`config.mk`:
```
export PLATFORM = sky130hd
export DESIGN_NAME = cache_ctrl_flat
export DESIGN_NICKNAME = d
export VERILOG_FILES = /design/src/cache_pkg.sv /design/src/cache_dpath_if.sv /design/src/cache_ctrl.sv /design/src/flat_wrapper.sv
export VERILOG_INCLUDE_DIRS = /design/src
export SDC_FILE = /design/constraint.sdc
export NUM_CORES = 1
export LEC_CHECK = 0
export BUFFER_PORTS_ARGS = -buffer_cell sky130_fd_sc_hd__buf_2
export CAP_MARGIN = 40
export CORE_MARGIN = 8
export CORE_UTILIZATION = 45
export DETAILED_ROUTE_END_ITERATION = 10
export PLACE_DENSITY = 0.75
export SKIP_LAST_GASP = 1
export SLEW_MARGIN = 15
export SYNTH_ARGS = -nofsm -noshare
export SYNTH_HDL_FRONTEND = slang
export SYNTH_SLANG_ARGS = --single-unit
```
`constraint.sdc`:
```
create_clock -name clk -period 2.4 [get_ports clk]
set_input_delay 0.36 -clock clk [delete_from_list [all_inputs] [get_ports clk]]
set_output_delay 0.36 -clock clk [all_outputs]
set_load 0.02 [all_outputs]
```
`src/cache_config.svh`:
```
`ifndef CACHE_CONFIG_SVH
`define CACHE_CONFIG_SVH

// ============================================================
// cache geometry
// ============================================================

`define CACHE_DATA_W         32   // bits per word
`define CACHE_ADDR_W         12   // word address bits

// address split is tag | index | offset
`define CACHE_OFFSET_W        4   // word within a line
`define CACHE_INDEX_W         3   // line select
`define CACHE_TAG_W           5   // remaining upper address bits

// array sizes
`define CACHE_LINES           8   // 2**CACHE_INDEX_W
`define CACHE_WORDS_PER_LINE 16   // 2**CACHE_OFFSET_W

`endif

```
`src/cache_pkg.sv`:
```
`default_nettype none

`include "cache_config.svh"

package cache_pkg;

  // ============================================================
  // datapath widths
  // ============================================================

  typedef logic [`CACHE_DATA_W-1:0]   word_t;    // one data word
  typedef logic [`CACHE_ADDR_W-1:0]   addr_t;    // word address
  typedef logic [`CACHE_TAG_W-1:0]    tag_t;     // upper address bits
  typedef logic [`CACHE_INDEX_W-1:0]  index_t;   // line number
  typedef logic [`CACHE_OFFSET_W-1:0] offset_t;  // word within line

  // ============================================================
  // controller states
  // ============================================================

  typedef enum logic [1:0] {
    tag_check  = 2'd0,  // serve hits and wait for work
    evict      = 2'd1,  // write back a dirty line
    refill     = 2'd2,  // fetch the missing line
    flush_scan = 2'd3   // look for the next dirty line
  } ctrl_state_t;

endpackage

`default_nettype wire

```
`src/cache_dpath_if.sv`:
```
`timescale 1ns/1ps
`default_nettype none

interface cache_dpath_if import cache_pkg::*; ();

  // strobes from the controller
  logic   req_load;     // capture processor request
  logic   tag_write;    // install tag and set valid
  logic   data_write;   // write one word into the data array
  logic   refill_sel;   // refill mode for write data and memory address
  logic   dirty_set;    // store hit marks line dirty
  logic   dirty_clear;  // line is clean again
  logic   victim_sel;   // victim comes from the flush walk
  index_t flush_line;   // line under inspection during flush

  // status back to the controller
  logic   hit;          // request tag matches a valid line
  logic   victim_dirty; // request line holds dirty data
  logic   line_dirty;   // flush_line is valid and dirty
  logic   req_is_write; // registered request is a store

  modport ctrl (
    output req_load, tag_write, data_write, refill_sel,
    output dirty_set, dirty_clear, victim_sel, flush_line,
    input  hit, victim_dirty, line_dirty, req_is_write
  );

  modport dpath (
    input  req_load, tag_write, data_write, refill_sel,
    input  dirty_set, dirty_clear, victim_sel, flush_line,
    output hit, victim_dirty, line_dirty, req_is_write
  );

endinterface

`default_nettype wire

```
`src/cache_ctrl.sv`:
```
`timescale 1ns/1ps
`default_nettype none

module cache_ctrl import cache_pkg::*; (
  input  logic clk,
  input  logic reset,
  input  logic flush,           // level request to write back dirty lines
  output logic flush_done,      // held until flush falls
  input  logic memreq_val,
  output logic memreq_rdy,
  output logic memresp_val,
  input  logic memresp_rdy,
  output logic cache_req_val,
  input  logic cache_req_rdy,
  output logic cache_req_write,
  input  logic cache_resp_val,
  output logic cache_resp_rdy,
  output logic word_inc,
  output logic word_clear,
  output logic line_inc,
  input  logic word_last,
  input  logic line_last,
  cache_dpath_if.ctrl dp
);

  ctrl_state_t state, state_next;

  logic       started;       // first cycle out of reset has passed
  logic       req_pending;   // request accepted but not answered
  logic       resp_pending;  // response waiting for the processor
  logic       wait_resp;     // refill read issued and awaiting data
  logic       flushing;      // flush walk in progress
  index_t     flush_idx;     // line being inspected by the walk
  logic       idle;
  logic       flush_start;
  logic       hit_done;      // pending request completes this cycle
  logic       walk_end;      // flush walk finished this cycle
  logic       req_xfer;
  logic       resp_xfer;
  logic [4:0] cs;

  assign idle        = (state == tag_check) && !req_pending && !resp_pending;
  assign memreq_rdy  = idle && !flush && started;  // flush wins over new work
  assign memresp_val = resp_pending;
  assign flush_start = idle && flush && !flush_done;
  assign hit_done    = (state == tag_check) && req_pending && dp.hit;
  assign req_xfer    = cache_req_val && cache_req_rdy;
  assign resp_xfer   = cache_resp_val && cache_resp_rdy;

  assign dp.req_load   = memreq_val && memreq_rdy;
  assign dp.victim_sel = flushing;
  assign dp.flush_line = flush_idx;

  // ============================================================
  // per-state control table
  // ============================================================

  always_comb begin
    case (state)
      //                 req_val      req_wr resp_rdy   refill wclr
      tag_check:  cs = {1'b0,        1'b0,  1'b0,      1'b0,  1'b1};
      evict:      cs = {1'b1,        1'b1,  1'b0,      1'b0,  1'b0};
      refill:     cs = {!wait_resp,  1'b0,  wait_resp, 1'b1,  1'b0};
      flush_scan: cs = {1'b0,        1'b0,  1'b0,      1'b0,  1'b0};
      default:    cs = '0;
    endcase
  end

  assign {cache_req_val, cache_req_write, cache_resp_rdy, dp.refill_sel, word_clear} = cs;

  // ============================================================
  // transitions and event strobes
  // ============================================================

  always_comb begin
    state_next     = state;
    dp.tag_write   = 1'b0;
    dp.data_write  = 1'b0;
    dp.dirty_set   = 1'b0;
    dp.dirty_clear = 1'b0;
    word_inc       = 1'b0;
    line_inc       = 1'b0;
    walk_end       = 1'b0;
    case (state)
      tag_check: begin
        if (req_pending) begin
          if (dp.hit) begin
            dp.data_write = dp.req_is_write;  // store lands in the array
            dp.dirty_set  = dp.req_is_write;
          end else if (dp.victim_dirty) begin
            state_next = evict;
          end else begin
            state_next = refill;
          end
        end else if (flush_start) begin
          state_next = flush_scan;
        end
      end
      evict: begin
        if (req_xfer) begin
          word_inc = 1'b1;
          if (word_last && !flushing) begin
            state_next = refill;                // victim gone, fetch new line
          end else if (word_last) begin
            dp.dirty_clear = 1'b1;
            if (line_last) begin
              walk_end   = 1'b1;
              state_next = tag_check;
            end else begin
              line_inc   = 1'b1;
              state_next = flush_scan;
            end
          end
        end
      end
      refill: begin
        if (resp_xfer) begin
          dp.data_write = 1'b1;
          word_inc      = 1'b1;
          if (word_last) begin
            dp.tag_write   = 1'b1;              // line complete
            dp.dirty_clear = 1'b1;
            state_next     = tag_check;         // request retries as a hit
          end
        end
      end
      flush_scan: begin
        if (dp.line_dirty) begin
          state_next = evict;
        end else if (line_last) begin
          walk_end   = 1'b1;
          state_next = tag_check;
        end else begin
          line_inc = 1'b1;                      // clean or invalid line skipped
        end
      end
      default: state_next = tag_check;
    endcase
  end

  // ============================================================
  // state and control registers
  // ============================================================

  always_ff @(posedge clk) begin
    if (reset) begin
      state        <= tag_check;
      started      <= 1'b0;
      req_pending  <= 1'b0;
      resp_pending <= 1'b0;
      wait_resp    <= 1'b0;
      flushing     <= 1'b0;
      flush_done   <= 1'b0;
      flush_idx    <= '0;
    end else begin
      state   <= state_next;
      started <= 1'b1;
      if (dp.req_load) begin
        req_pending <= 1'b1;
      end else if (hit_done) begin
        req_pending <= 1'b0;
      end
      if (hit_done) begin
        resp_pending <= 1'b1;
      end else if (memresp_val && memresp_rdy) begin
        resp_pending <= 1'b0;
      end
      if (req_xfer && !cache_req_write) begin
        wait_resp <= 1'b1;                      // one read in flight
      end else if (resp_xfer) begin
        wait_resp <= 1'b0;
      end
      if (flush_start) begin
        flushing <= 1'b1;
      end else if (walk_end) begin
        flushing <= 1'b0;
      end
      if (walk_end) begin
        flush_done <= 1'b1;
      end else if (!flush) begin
        flush_done <= 1'b0;                     // rearm once flush drops
      end
      if (word_clear) begin
        flush_idx <= '0;                        // tracks the line counter
      end else if (line_inc) begin
        flush_idx <= flush_idx + 1'b1;
      end
    end
  end

  assert property (@(posedge clk) disable iff (reset)
    cache_req_val && !cache_req_rdy |=> cache_req_val)
    else $error("memory request withdrawn before transfer");

  assert property (@(posedge clk) disable iff (reset)
    memresp_val && !memresp_rdy |=> memresp_val)
    else $error("processor response dropped while stalled");

endmodule

`default_nettype wire

```
`src/flat_wrapper.sv`:
```
// flat-port wrapper written by rule: the top's interface ports become plain ports
module cache_ctrl_flat import cache_pkg::*;
  (clk, reset, flush, flush_done, memreq_val, memreq_rdy, memresp_val, memresp_rdy, cache_req_val, cache_req_rdy, cache_req_write, cache_resp_val, cache_resp_rdy, word_inc, word_clear, line_inc, word_last, line_last, dp_req_load, dp_tag_write, dp_data_write, dp_refill_sel, dp_dirty_set, dp_dirty_clear, dp_victim_sel, dp_flush_line, dp_hit, dp_victim_dirty, dp_line_dirty, dp_req_is_write);
  cache_dpath_if dp_i ();
  input  logic clk;
  input  logic reset;
  input  logic flush;
  output logic flush_done;
  input  logic memreq_val;
  output logic memreq_rdy;
  output logic memresp_val;
  input  logic memresp_rdy;
  output logic cache_req_val;
  input  logic cache_req_rdy;
  output logic cache_req_write;
  input  logic cache_resp_val;
  output logic cache_resp_rdy;
  output logic word_inc;
  output logic word_clear;
  output logic line_inc;
  input  logic word_last;
  input  logic line_last;
  output wire logic [$bits(dp_i.req_load)-1:0] dp_req_load;
  output wire logic [$bits(dp_i.tag_write)-1:0] dp_tag_write;
  output wire logic [$bits(dp_i.data_write)-1:0] dp_data_write;
  output wire logic [$bits(dp_i.refill_sel)-1:0] dp_refill_sel;
  output wire logic [$bits(dp_i.dirty_set)-1:0] dp_dirty_set;
  output wire logic [$bits(dp_i.dirty_clear)-1:0] dp_dirty_clear;
  output wire logic [$bits(dp_i.victim_sel)-1:0] dp_victim_sel;
  output wire logic [$bits(dp_i.flush_line)-1:0] dp_flush_line;
  input wire logic [$bits(dp_i.hit)-1:0] dp_hit;
  input wire logic [$bits(dp_i.victim_dirty)-1:0] dp_victim_dirty;
  input wire logic [$bits(dp_i.line_dirty)-1:0] dp_line_dirty;
  input wire logic [$bits(dp_i.req_is_write)-1:0] dp_req_is_write;
  assign dp_req_load = dp_i.req_load;
  assign dp_tag_write = dp_i.tag_write;
  assign dp_data_write = dp_i.data_write;
  assign dp_refill_sel = dp_i.refill_sel;
  assign dp_dirty_set = dp_i.dirty_set;
  assign dp_dirty_clear = dp_i.dirty_clear;
  assign dp_victim_sel = dp_i.victim_sel;
  assign dp_flush_line = dp_i.flush_line;
  assign dp_i.hit = dp_hit;
  assign dp_i.victim_dirty = dp_victim_dirty;
  assign dp_i.line_dirty = dp_line_dirty;
  assign dp_i.req_is_write = dp_req_is_write;
  cache_ctrl u_core (.clk(clk), .reset(reset), .flush(flush), .flush_done(flush_done), .memreq_val(memreq_val), .memreq_rdy(memreq_rdy), .memresp_val(memresp_val), .memresp_rdy(memresp_rdy), .cache_req_val(cache_req_val), .cache_req_rdy(cache_req_rdy), .cache_req_write(cache_req_write), .cache_resp_val(cache_resp_val), .cache_resp_rdy(cache_resp_rdy), .word_inc(word_inc), .word_clear(word_clear), .line_inc(line_inc), .word_last(word_last), .line_last(line_last), .dp(dp_i));
endmodule
```
### Word level (Yosys, flattened, before mapping)

Index checks and enable logic that the tools add are counted.

| word-level totals | value |
|---|---|
| latch bits | 0 |
| RAM bits | 0 |
| output and inout bits | 19 |
| memories | 0 |
| register bits after elaboration | 11 |
| memory bits (read-only) | 0 |

| cells by class | value |
|---|---|
| shifts and indexed selects | 0 |
| reduce and logical (&&, ||, !) cells | 28 |
| multipliers | 0 |
| magnitude comparators | 0 |
| multiplexer cells | 50 |
| div/mod/pow operators | 0 |
| bitwise logic cells | 0 |
| equality and inequality tests | 11 |
| add/subtract/negate cells | 1 |

Operator list:

| cell | number |
|---|---|
| 1-bit 2-to-1 mux | 31 |
| 2-bit 2-to-1 mux | 12 |
| 5-bit one-hot mux with 4 select lines | 1 |
| 1-bit logical AND | 14 |
| 1-bit one-hot mux with 2 select lines | 5 |
| 2-bit one-hot mux with 4 select lines | 1 |
| 2-bit nonzero test | 4 |
| 1-bit zero test | 7 |
| 7-bit AND reduction | 1 |
| 2-bit by 1-bit inequality test with 1-bit output (second input constant) | 3 |
| 3-bit inequality test (second input constant) | 2 |
| 2-bit equality test (second input constant) | 2 |
| 3-bit by 1-bit adder with 3-bit output (second input constant) | 1 |
| 3-bit by 1-bit inequality test with 1-bit output (second input constant) | 1 |
| 3-bit by 2-bit inequality test with 1-bit output (second input constant) | 1 |
| 2-bit by 1-bit equality test with 1-bit output (second input constant) | 1 |
| 2-bit zero test | 1 |
| 2-bit inequality test (second input constant) | 1 |
| 2-bit OR reduction | 1 |

### Logic depth before layout (Yosys ltp)

Gate-level depths: netlist of run 1.

| depth | value |
|---|---|
| depth in word-level cells | 8 |
| gate-level depth with buffers | 7 |

### Least setup slack after synthesis of run 1

Ideal clock, no wire load.

| timing path | value |
|---|---|
| path type | flip-flop to output port |
| from | register u_core.state[0] |
| to | output port dp_req_load |
| arrival time | 1.650 ns |
| stages on the path, launching flop included | 6 |
| setup slack | 0.390 ns |
| data required time | 2.040 ns |
| cell sequence | dfxtp_1 > inv_1 > ha_1 > nand2b_1 > nor4b_2 > and2_1 |

| on the way | value |
|---|---|
| cells in the longest elaborated chain, start to end | 6 |

RTL lines:

| element | line | text |
|---|---|---|
| start: declaration | cache_ctrl.sv:26 | `ctrl_state_t state, state_next;` |
| start signal: assignment | cache_ctrl.sv:147 | `state <= tag_check;` |
| start signal: assignment | cache_ctrl.sv:156 | `state <= state_next;` |
| 2-bit zero test | cache_ctrl.sv:42 | `assign idle = (state == tag_check) && !req_pending && !resp_pending;` |
| 1-bit logical AND (2 in series) | cache_ctrl.sv:42 |  |
| 1-bit logical AND (2 in series) | cache_ctrl.sv:43 | `assign memreq_rdy = idle && !flush && started;` |
| named net memreq_rdy | flat_wrapper.sv:10 | `output logic memreq_rdy;` |
| 1-bit logical AND | cache_ctrl.sv:50 | `assign dp.req_load = memreq_val && memreq_rdy;` |
| end: declaration | flat_wrapper.sv:23 | `output wire logic [$bits(dp_i.req_load)-1:0] dp_req_load;` |

The timed path passes the listed nets, and every way through them passes these cells.

### Worst setup path in the final report of run 1

| timing path | value |
|---|---|
| from | register u_core.state[0] |
| to | output port dp_dirty_clear |

| on the way | value |
|---|---|
| cells in the longest elaborated chain, start to end | 5 |

RTL lines:

| element | line | text |
|---|---|---|
| 2-bit equality test (tied with other cells) | cache_ctrl.sv:59 | `case (state)` |
| 5-bit one-hot mux with 4 select lines | cache_ctrl.sv:59 |  |
| 1-bit logical AND, on equally long branches | cache_ctrl.sv:48, cache_ctrl.sv:47 |  |
| 1-bit 2-to-1 mux, on equally long branches | cache_ctrl.sv:117, cache_ctrl.sv:100 |  |
| 1-bit one-hot mux with 2 select lines * | cache_ctrl.sv:84 | `case (state)` |
| end: declaration | flat_wrapper.sv:28 | `output wire logic [$bits(dp_i.dirty_clear)-1:0] dp_dirty_clear;` |

Mark *: on every way between the ends. The rest lies on a longest branch, timed or not.

==> qor.yml, run 1 <==
clock_network:
  cts_max_path_buffers: 2
  clock_tree_from_tritoncts: "built"
  cts_clk_pin_slew_worst_paths_ns: 0.08
  clock-root-buffer: "sky130_fd_sc_hd__clkbuf_4"
  level_count_of_the_clock_h_tree: 1
  cts_buffers: 3
  tritoncts_num_sinks: 11
  clkLatencyLatePin_ns: 0.28
finish:
  num-nets-final: 152
  final_cell_area_sq_um: 985
  diodes: 0
  syn_to_layout_area_delta_pct: 25.7
  drive_gt1_share_pct: 32.3
setup_path:
  timing.critical_path.from_type: "register"
  worstReg2RegEnd: "u_core.dp.flush_line[1]"
  critical_path.reg2reg.startpoint: "u_core.state[0]"
  cp-startpoint: "u_core.state[0]"
  r2r_setup_slack_ns: 0.74
  crit_chain: "inv_1, ha_1, nand3b_1, a21boi_2, nand3_1, a21oi_1, buf_2"
  worst-r2r-cell-count: 6
  cpPeakStageDelay_ns: 0.37
  worstPathArrival_ns: 1.90
  worst-endpoint-required_ns: 2.04
  crit_path_end: "dp_dirty_clear"
  worst-path-max-fanout: 6
  cpMaxStageDelayCell: "sky130_fd_sc_hd__dfxtp_1"
  criticalPathCategory: "reg -> out"
  end_kind: "primary output"
pwr:
  irDropWorstVdd_mv: 0.623
  power.density_cell_area_mw_per_mm2: 969
  share_clk_of_total_power_pct: 14.0
  p_sw_uw: 450
  power_leakage_nw: 0.509
  internal_power_uw: 505
  share_seq_of_total_power_pct: 27.7
  p_sw_share_pct: 47.1
  comb_power_share_pct: 58.3
yosys:
  synth_enable_flop_cells: 0
  total_of_warnings_raised_by_yosys: 0
  mappedNetlistArea_sq_um: 783
  synth_cell_types: 32
  ys_ff_latch: 11
  post_synth_inst_count: 97
  post_synth.cell_area_avg_sq_um: 8.07
  ys_dominant_reg_cell: "sky130_fd_sc_hd__dfxtp_1"
  post-synth-top-area-fraction_pct: 28.1
  synth_area_leaders: "sky130_fd_sc_hd__dfxtp_1, sky130_fd_sc_hd__ha_1, sky130_fd_sc_hd__nand2_1, sky130_fd_sc_hd__mux2i_1, sky130_fd_sc_hd__inv_1"
  syn_nets: 118
  post-synth-top-area-cell: "sky130_fd_sc_hd__dfxtp_1"
  synth_sequential_area_ratio_pct: 28.1
  most_instantiated_library_cell_after_synthesis: "sky130_fd_sc_hd__nand2_1"
  synthArstFlopShare_pct: 0
  post_synth_most_frequent_cells: "sky130_fd_sc_hd__nand2_1, sky130_fd_sc_hd__dfxtp_1, sky130_fd_sc_hd__ha_1, sky130_fd_sc_hd__inv_1"
sta:
  final_hold_viol_count: 0
  postLayoutSetupSlackWorst_ns: 0.139
  max_clock_freq_mhz: 442
  finClkSkew_ns: 0.00568
  setup_viol_count_final: 0
  max-slew-margin-rel_pct: 80.9
  finalCriticalPeriod_ns: 2.26
  post-route-period-util_pct: 94.2
  timing.final.max_slew_violations: 0
  slew_of_the_pin_with_the_lowest_slew_margin_ns: 0.287
  setup_repair_after_global_routing_missed_its_margin: "true"
die:
  initial_core_util_pct: 46.4
  core-area_sq_mm: 0.00169
  floorplan.io_pins: 32
  fp.dieH_um: 57.7
  floorplan.die_area_sq_mm: 0.00333
  fp.dieW_um: 57.7
  rows: 15
route:
  route.vias.total: 799
  number_of_drc_markers_in_iteration_0: 8
  ant_nets: 0
  drc: 0
  routed_wire_length_per_instance_um: 13.8
  detail_route.vias_per_cell: 5.44
  drt-pass1-iter-count: 4
  route.final.wire_length_mm: 2.03
placement:
  globalplace.congestion: 0.847
  place_hpwl_mm: 1.67
  port_buffers: 31
  placedInstanceArea_sq_um: 951
  dpl_worst_slack_ns: 0.386
min_path:
  hold_path_depth: 3
  hold_path_class: "in -> reg"
grt:
  first_global_vias: 792
  overall_fraction_of_global_route_tracks_in_use_pct: 12.0
  grt_first_pass_wirelength_mm: 3.19
  globalRouteMet3Util_pct: 4.42
  antenna_found_initial: 0
  globalRouteMet2Util_pct: 20.6
  grt_most_used_layer: "met2"
  globalRoute.totalOverflow: 0
  grt.met1_usage_pct: 12.2
  maximum_number_of_pins_on_one_net_before_global_route_repair: 10
flow_run:
  cap_viol_max_count: 0
outcome:
  run_status: "complete, no violations"
## placed cells by master (no fill, tap or decap), drive strengths merged, types with 2 or more instances in the layout
cell	instances
nor2	4
o211ai	3
o21ai	2
nand3b	2
inv	9
nand2	18
clkbuf	4
a21boi	3
mux2i	5
and2	2
nand2b	4
a21oi	5
nand3	4
a22oi	2
or3	2
dfxtp	11
ha	8
buf	31
## area by class of cell
type                            count  area, sq um
Fill cell                         172          704
Multi-Input combinational cell     75          528
Sequential cell                    11          220
Timing Repair Buffer               31          155
Inverter                            9         33.8
Clock buffer                        4         26.3
Tap cell                           17         21.3
## through the flow
stage                     power (mW)  cells  TNS, ns  util, %  hold slack [ns]
after floorplan                0.679     97        0        -            0.492
after global placement         0.808    143        0     56.3            0.457
after detailed placement       0.820    143        0     56.3            0.465
after CTS                      0.956    147        0     57.9            0.342
after global routing            1.02    147  -0.0241     58.3            0.353
final                          0.955    147        0     58.3            0.345
## cells by family after synthesis
family | share of synthesized area [%]
fa+ha+maj | 12.8
mux | 6.39
buf+inv | 5.43
flops | 28.1
simple gates | 27.5
compound gates | 19.8
## timing repair
action / CTS / global route
gates resized for setup: 0 / 2
setup buffers: 0 / 0
setup endpoints to repair: 0 / 3
hold endpoints to repair: 0 / 0
hold buffers: 0 / 0
## metal layers
metal | vias up | wire (um)
met5 | - | 0
met4 | 0 | 26
met3 | 4 | 158
met2 | 24 | 957
met1 | 366 | 887
li1 | 405 | -
## worst min path at each step
stage	from	end	slack (ns)
after detailed placement	u_core.dp.flush_line[2]	u_core.dp.flush_line[2]	0.47
after CTS	memresp_rdy	u_core.memresp_val	0.34
final	memresp_rdy	u_core.memresp_val	0.35
after global placement	u_core.dp.flush_line[2]	u_core.dp.flush_line[2]	0.46
after floorplan	u_core.wait_resp	u_core.wait_resp	0.49
after global routing	memresp_rdy	u_core.memresp_val	0.35
## worst max-delay path, delay by kind of cell, from the launching register on
kind            cells  cell delay [ns]
compound gates      2             0.41
fa+ha+maj           1             0.21
buf+inv             2             0.33
flops               1             0.37
simple gates        2             0.29
## flip-flops by register name (all words and copies together) (netlist names)
signal and cells:
u_core.flush_done 1, u_core.req_pending 1, u_core.wait_resp 1, u_core.dp.victim_sel 1, u_core.dp.flush_line 3, u_core.started 1, u_core.memresp_val 1, u_core.state 2
## power groups by stage
stage | Sequential [mW] | Clock [mW] | Combinational, mW
4_1_cts | 0.263 | 0.137 | 0.556
3_3_place_gp | 0.266 | 0 | 0.542
3_5_place_dp | 0.268 | 0 | 0.552
2_1_floorplan | 0.269 | 0 | 0.410
5_1_grt | 0.270 | 0.147 | 0.605
6_report | 0.264 | 0.134 | 0.557
No activity file was read; power rests on OpenSTA's default activity.
==> run 2: changes to the inputs <==
Settings changed: CORE_ASPECT_RATIO from default to 1.4, CORE_MARGIN 8 to 10, CORE_UTILIZATION 45 to 25, GPL_TIMING_DRIVEN from default to 1, PLACE_DENSITY 0.75 to default.
==> run 2 against run 1 <==
Net effect:
- clock power up 44%
- combinational power up 1%
- worst hold slack gained 0.043 ns
- sequential cell count unchanged
- core utilization shrank 25 points
- count of clock-buffer cells in the layout stayed put
- fmax grew 0.28%
- wire length rose by 11%
- non-clock buffer count stayed put
- largest power group unchanged
==> qor.yml, run 2 (synthesis results as in run 1) <==
pwr:
  irDropWorstVdd_mv: 0.480
  fin_total_pwr_mw: 1.02
  power_leakage_nw: 0.516
  share_clk_of_total_power_pct: 18.9
  p_sw_share_pct: 45.3
  internal_power_uw: 559
  comb_power_share_pct: 55.2
  share_seq_of_total_power_pct: 25.9
  power.density_cell_area_mw_per_mm2: 995
  p_sw_uw: 463
clock_network:
  cts_hold_buf: 0
  clock_tree_from_tritoncts: "built"
  postCtsSetupBuffers: 0
  tritoncts_num_sinks: 11
  cts_max_path_buffers: 2
  clock-root-buffer: "sky130_fd_sc_hd__clkbuf_8"
  cts.repair.resized: 0
  level_count_of_the_clock_h_tree: 1
  clkLatencyLatePin_ns: 0.24
  cts_buffers: 3
  cts_clk_pin_slew_worst_paths_ns: 0.05
setup_path:
  worstReg2RegEnd: "u_core.dp.flush_line[1]"
  timing.critical_path.from_type: "register"
  cpMaxStageDelayCell: "sky130_fd_sc_hd__dfxtp_1"
  cpPeakStageDelay_ns: 0.43
  worst-path-max-fanout: 6
  worst-endpoint-required_ns: 2.04
  r2r_setup_slack_ns: 0.67
  worstPathArrival_ns: 1.89
  worst-r2r-cell-count: 6
  crit_path_frequent_cell: "sky130_fd_sc_hd__inv_1"
  crit_chain: "inv_1, ha_1, nand3b_1, a21oi_1, o21ai_1, inv_1, buf_2"
  end_kind: "primary output"
  criticalPathCategory: "reg -> out"
  critical_path.reg2reg.startpoint: "u_core.state[0]"
grt:
  globalRoute.totalOverflow: 0
  first_global_vias: 845
  antenna_found_initial: 0
  grt_first_pass_wirelength_mm: 3.84
  maximum_number_of_pins_on_one_net_before_global_route_repair: 10
  overall_fraction_of_global_route_tracks_in_use_pct: 8.33
finish:
  syn_to_layout_area_delta_pct: 31.2
  multiInputGateArea_sq_um: 524
  layout_commonest_cell: "sky130_fd_sc_hd__buf_2"
  final_cell_area_sq_mm: 0.00103
  layout.area.seq_sq_um: 220
  filler_cell_count: 326
  diodes: 0
  num-nets-final: 152
  layout.core_utilization_pct: 33.5
  layout.cells.most_common_list: "sky130_fd_sc_hd__buf_2, sky130_fd_sc_hd__nand2_1, sky130_fd_sc_hd__dfxtp_1"
  largest_register_ff_count: 3
  drive_gt1_share_pct: 31.5
route:
  detail_route.vias_per_cell: 4.75
  route.vias.total: 803
  drc: 0
  ant_nets: 0
  route.final.wire_length_mm: 2.26
  routed_wire_length_per_instance_um: 13.4
  number_of_drc_markers_in_iteration_0: 30
  drt-pass1-iter-count: 6
sta:
  setup_viol_count_final: 0
  max-slew-margin-rel_pct: 81.0
  post-route-period-util_pct: 93.9
  finalCriticalPeriod_ns: 2.25
  finClkSkew_ns: 0.00194
  slew_of_the_pin_with_the_lowest_slew_margin_ns: 0.284
  timing.final.max_slew_violations: 0
  max_clock_freq_mhz: 444
  setup_repair_after_global_routing_missed_its_margin: "true"
  final_hold_viol_count: 0
placement:
  port_buffers: 31
  globalplace.congestion: 0.875
  placedInstanceArea_sq_um: 978
  place_hpwl_mm: 1.93
flow_run:
  cap_viol_max_count: 0
die:
  fp.dieW_um: 67.3
  floorplan.die_area_sq_mm: 0.00580
  fp.dieH_um: 86.2
  rows: 24
  floorplan.io_pins: 32
  initial_core_util_pct: 25.6
  core-area_sq_mm: 0.00306
min_path:
  worst_hold_path.endpoint: "u_core.memresp_val"
  worstHoldStart: "memresp_rdy"
  hold_path_depth: 3
  hold_path_class: "in -> reg"
outcome:
  run_status: "complete, no violations"
-- run 2: cell counts in the layout (fill, tap and decap cells not counted) --
No cell type changed its count.
-- run 2: final cells by class --
class | count | area share, %
multi-input combinational | 75 | 51.0
sequential | 11 | 21.4
timing repair buffer | 31 | 15.1
tap | 39 | 4.75
clock buffer | 4 | 4.38
inverter | 9 | 3.29
-- run 2: worst max-delay path by stage --
stage               startpoint        endpoint  slack [ns]  cells past startpoint
3_3_place_gp   u_core.state[0]  dp_dirty_clear        0.38                      7
5_1_grt        u_core.state[0]        line_inc      -0.001                      7
2_1_floorplan  u_core.state[0]     dp_req_load        0.39                      5
4_1_cts        u_core.state[0]  dp_dirty_clear        0.13                      7
6_report       u_core.state[0]        line_inc        0.15                      7
3_5_place_dp   u_core.state[0]  dp_dirty_clear        0.40                      7
-- run 2: critical path, delay by kind of cell (launching register included) --
kind,cells,cell delay (ns)
flops,1,0.43
compound gates,2,0.41
buf+inv,3,0.36
fa+ha+maj,1,0.26
simple gates,1,0.19
-- run 2: routing by layer --
| metal | track usage, % | part of all wire (%) | wire length, um | vias up |
|---|---|---|---|---|
| li1 | - | - | - | 409 |
| met1 | 8.92 | 38 | 847 | 357 |
| met2 | 13.5 | 52 | 1170 | 33 |
| met3 | 3.49 | 9.5 | 215 | 4 |
| met4 | 4.31 | 1.1 | 25 | 0 |
| met5 | 0 | 0 | 0 | - |
-- run 2: metrics by stage --
| step | cells | setup WS [ns] | TNS [ns] | hold WS, ns |
|---|---|---|---|---|
| global route | 169 | -0.00115 | -0.00115 | 0.411 |
| global placement | 165 | 0.384 | 0 | 0.455 |
| finish | 169 | 0.145 | 0 | 0.388 |
| CTS | 169 | 0.127 | 0 | 0.388 |
| floorplan | 97 | 0.390 | 0 | 0.492 |
| detailed placement | 165 | 0.401 | 0 | 0.456 |
-- run 2: power groups by stage --
stage	Clock (mW)	Sequential [mW]	Combinational, mW
2_1_floorplan	0	0.269	0.410
3_3_place_gp	0	0.266	0.557
3_5_place_dp	0	0.269	0.567
4_1_cts	0.196	0.265	0.570
5_1_grt	0.205	0.273	0.631
6_report	0.193	0.265	0.564
==> run 3: changes to the inputs <==
Settings changed: SETUP_SLACK_MARGIN from default to 0.5.
Clock period 2.4 ns to 2.3 ns, I/O delays scaled along.
==> run 3 against run 2 <==
Net effect:
- sequential power grew 13%
- non-clock buffer count rose by 23
- wire length rose by 22%
- worst hold slack lost 0.012 ns
- count of clock-buffer cells in the layout stayed put
- core utilization rose by 10 points
- register-to-register slack worse by 0.03 ns
- sequential cell count stayed put
- clock skew decreased by 0.00067 ns
- largest cell class unchanged
==> qor.yml, run 3 (synthesis results as in run 1) <==
setup_path:
  cpPeakStageDelay_ns: 0.40
  worstPathArrival_ns: 1.62
  cp-startpoint: "u_core.state[1]"
  criticalPathCategory: "reg -> out"
  worst_path_dominant_cell_family: "compound AO/OA/AOI/OAI gates"
  critical_path.reg2reg.startpoint: "u_core.state[1]"
  cpMaxStageDelayCell: "sky130_fd_sc_hd__dfxtp_4"
  timing.critical_path.buf_inv: 1
  worst-path-max-fanout: 7
  worst-endpoint-required_ns: 1.96
  crit_chain: "ha_4, nand3b_1, a21boi_2, nand3_1, a21oi_2, buf_4"
  timing.critical_path.from_type: "register"
  end_kind: "primary output"
sta:
  setup_viol_count_final: 0
  setup_repair_after_global_routing_missed_its_margin: "true"
  finalCriticalPeriod_ns: 1.96
  timing.final.max_slew_violations: 0
  max-slew-margin-rel_pct: 81.2
  finClkSkew_ns: 0.00127
  max_clock_freq_mhz: 509
  postLayoutSetupSlackWorst_ns: 0.337
  final_hold_viol_count: 0
  post-route-period-util_pct: 85.3
  fin_tns_setup_ns: 0
  slew_of_the_pin_with_the_lowest_slew_margin_ns: 0.282
finish:
  drive_gt1_share_pct: 51.0
  num-nets-final: 175
  final_cells: 192
  syn_to_layout_area_delta_pct: 71.4
  layout_commonest_cell: "sky130_fd_sc_hd__buf_4"
  diodes: 0
  layout.cells.most_common_list: "sky130_fd_sc_hd__buf_4, sky130_fd_sc_hd__buf_2, sky130_fd_sc_hd__nand2_1"
  layout.core_utilization_pct: 43.8
  largest_register_ff_count: 3
route:
  drc: 0
  drt-pass1-iter-count: 4
  routed_wire_length_per_instance_um: 14.4
  route.final.wire_length_mm: 2.76
  number_of_drc_markers_in_iteration_0: 60
  ant_nets: 0
  detail_route.vias_per_cell: 4.77
  route.vias.total: 916
die:
  initial_core_util_pct: 25.6
  floorplan.die_area_sq_mm: 0.00580
  rows: 24
  core-area_sq_mm: 0.00306
  fp.dieW_um: 67.3
  fp.dieH_um: 86.2
  floorplan.io_pins: 32
pwr:
  p_sw_uw: 620
  p_sw_share_pct: 41.4
  share_seq_of_total_power_pct: 20.1
  comb_power_share_pct: 66.8
  share_clk_of_total_power_pct: 13.1
  irDropWorstVdd_mv: 0.599
  power.density_cell_area_mw_per_mm2: 1110
  power_leakage_nw: 0.651
  internal_power_uw: 876
  fin_total_pwr_mw: 1.50
clock_network:
  clock-root-buffer: "sky130_fd_sc_hd__clkbuf_8"
  clock_tree_from_tritoncts: "built"
  cts_hold_buf: 0
  level_count_of_the_clock_h_tree: 1
  cts_buffers: 3
  cts_max_path_buffers: 2
  cts_clk_pin_slew_worst_paths_ns: 0.05
  clkLatencyLatePin_ns: 0.24
  tritoncts_num_sinks: 11
placement:
  dpl_worst_slack_ns: 0.276
  port_buffers: 31
  globalplace.congestion: 0.826
  place_hpwl_mm: 1.98
  placed_cells_incl_taps: 165
grt:
  maximum_number_of_pins_on_one_net_before_global_route_repair: 10
  overall_fraction_of_global_route_tracks_in_use_pct: 9.30
  first_global_vias: 961
  antenna_found_initial: 0
  grt_first_pass_wirelength_mm: 4.34
  globalRoute.totalOverflow: 0
min_path:
  worstHoldStart: "memresp_rdy"
  hold_path_class: "in -> reg"
flow_run:
  cap_viol_max_count: 0
outcome:
  run_status: "complete, no violations"
-- run 3: cell count changes in the layout (fill, tap and decap cells not counted), moves of 3 or more --
| cell | before | now |
|---|---|---|
| sky130_fd_sc_hd__ha_1 | 8 | 5 |
| sky130_fd_sc_hd__buf_4 | 0 | 25 |
| sky130_fd_sc_hd__buf_6 | 0 | 6 |
| sky130_fd_sc_hd__buf_2 | 31 | 23 |
| sky130_fd_sc_hd__ha_4 | 0 | 3 |
-- run 3: power groups by stage --
stage / Sequential [mW] / Combinational, mW / Clock (mW)
5_1_grt: 0.305 / 1.08 / 0.217
3_5_place_dp: 0.285 / 0.597 / 0
6_report: 0.300 / 1.00 / 0.195
3_3_place_gp: 0.279 / 0.594 / 0
4_1_cts: 0.299 / 0.878 / 0.204
2_1_floorplan: 0.281 / 0.439 / 0
-- run 3: area by class of cell --
cell class	instances	area, sq um
Clock buffer	4	45.0
Inverter	9	41.3
Tap cell	39	48.8
Sequential cell	11	228
Timing Repair Buffer	54	370
Multi-Input combinational cell	75	609
Fill cell	317	1720
-- run 3: timing repair --
| action | 4_1_cts | 5_1_grt |
|---|---|---|
| gates resized for setup | 27 | 12 |
| setup buffers | 17 | 6 |
| setup endpoints to repair | 9 | 8 |
| pin swaps | 9 | 6 |
-- run 3: per-stage QoR --
stage                     instance area, sq um  hold WS, ns
after floorplan                            796        0.490
after global placement                     991        0.453
after detailed placement                   991        0.466
after CTS                                 1260        0.376
after global routing                      1340        0.381
final                                     1340        0.376
-- run 3: worst paths after layout --
check	endpoint	slack, ns	cells past startpoint
setup / recovery	dp_dirty_clear	0.34	6
hold / removal	u_core.memresp_val	0.38	3
setup reg to reg	u_core.state[1]	0.64	7
hold reg to reg	u_core.dp.flush_line[2]	0.48	2
-- run 3: worst register-to-register path, delay by kind of cell, from the launching register on --
| kind | cells | cell delay, ns |
|---|---|---|
| flip-flops | 1 | 0.37 |
| AND/OR/NAND/NOR | 2 | 0.30 |
| buffers and inverters | 2 | 0.29 |
| AO/OA/AOI/OAI | 1 | 0.22 |
| adder cells (fa/ha/maj) | 1 | 0.20 |
| multiplexers | 1 | 0.20 |
-- run 3: layer usage --
metal / vias to the layer above / part of all wire, % / global-route usage, %
li1: 453 / - / -
met1: 433 / 36 / 9.06
met2: 28 / 55 / 17.1
met3: 2 / 8.0 / 3.75
met4: 0 / 0.76 / 2.81
met5: - / 0 / 0
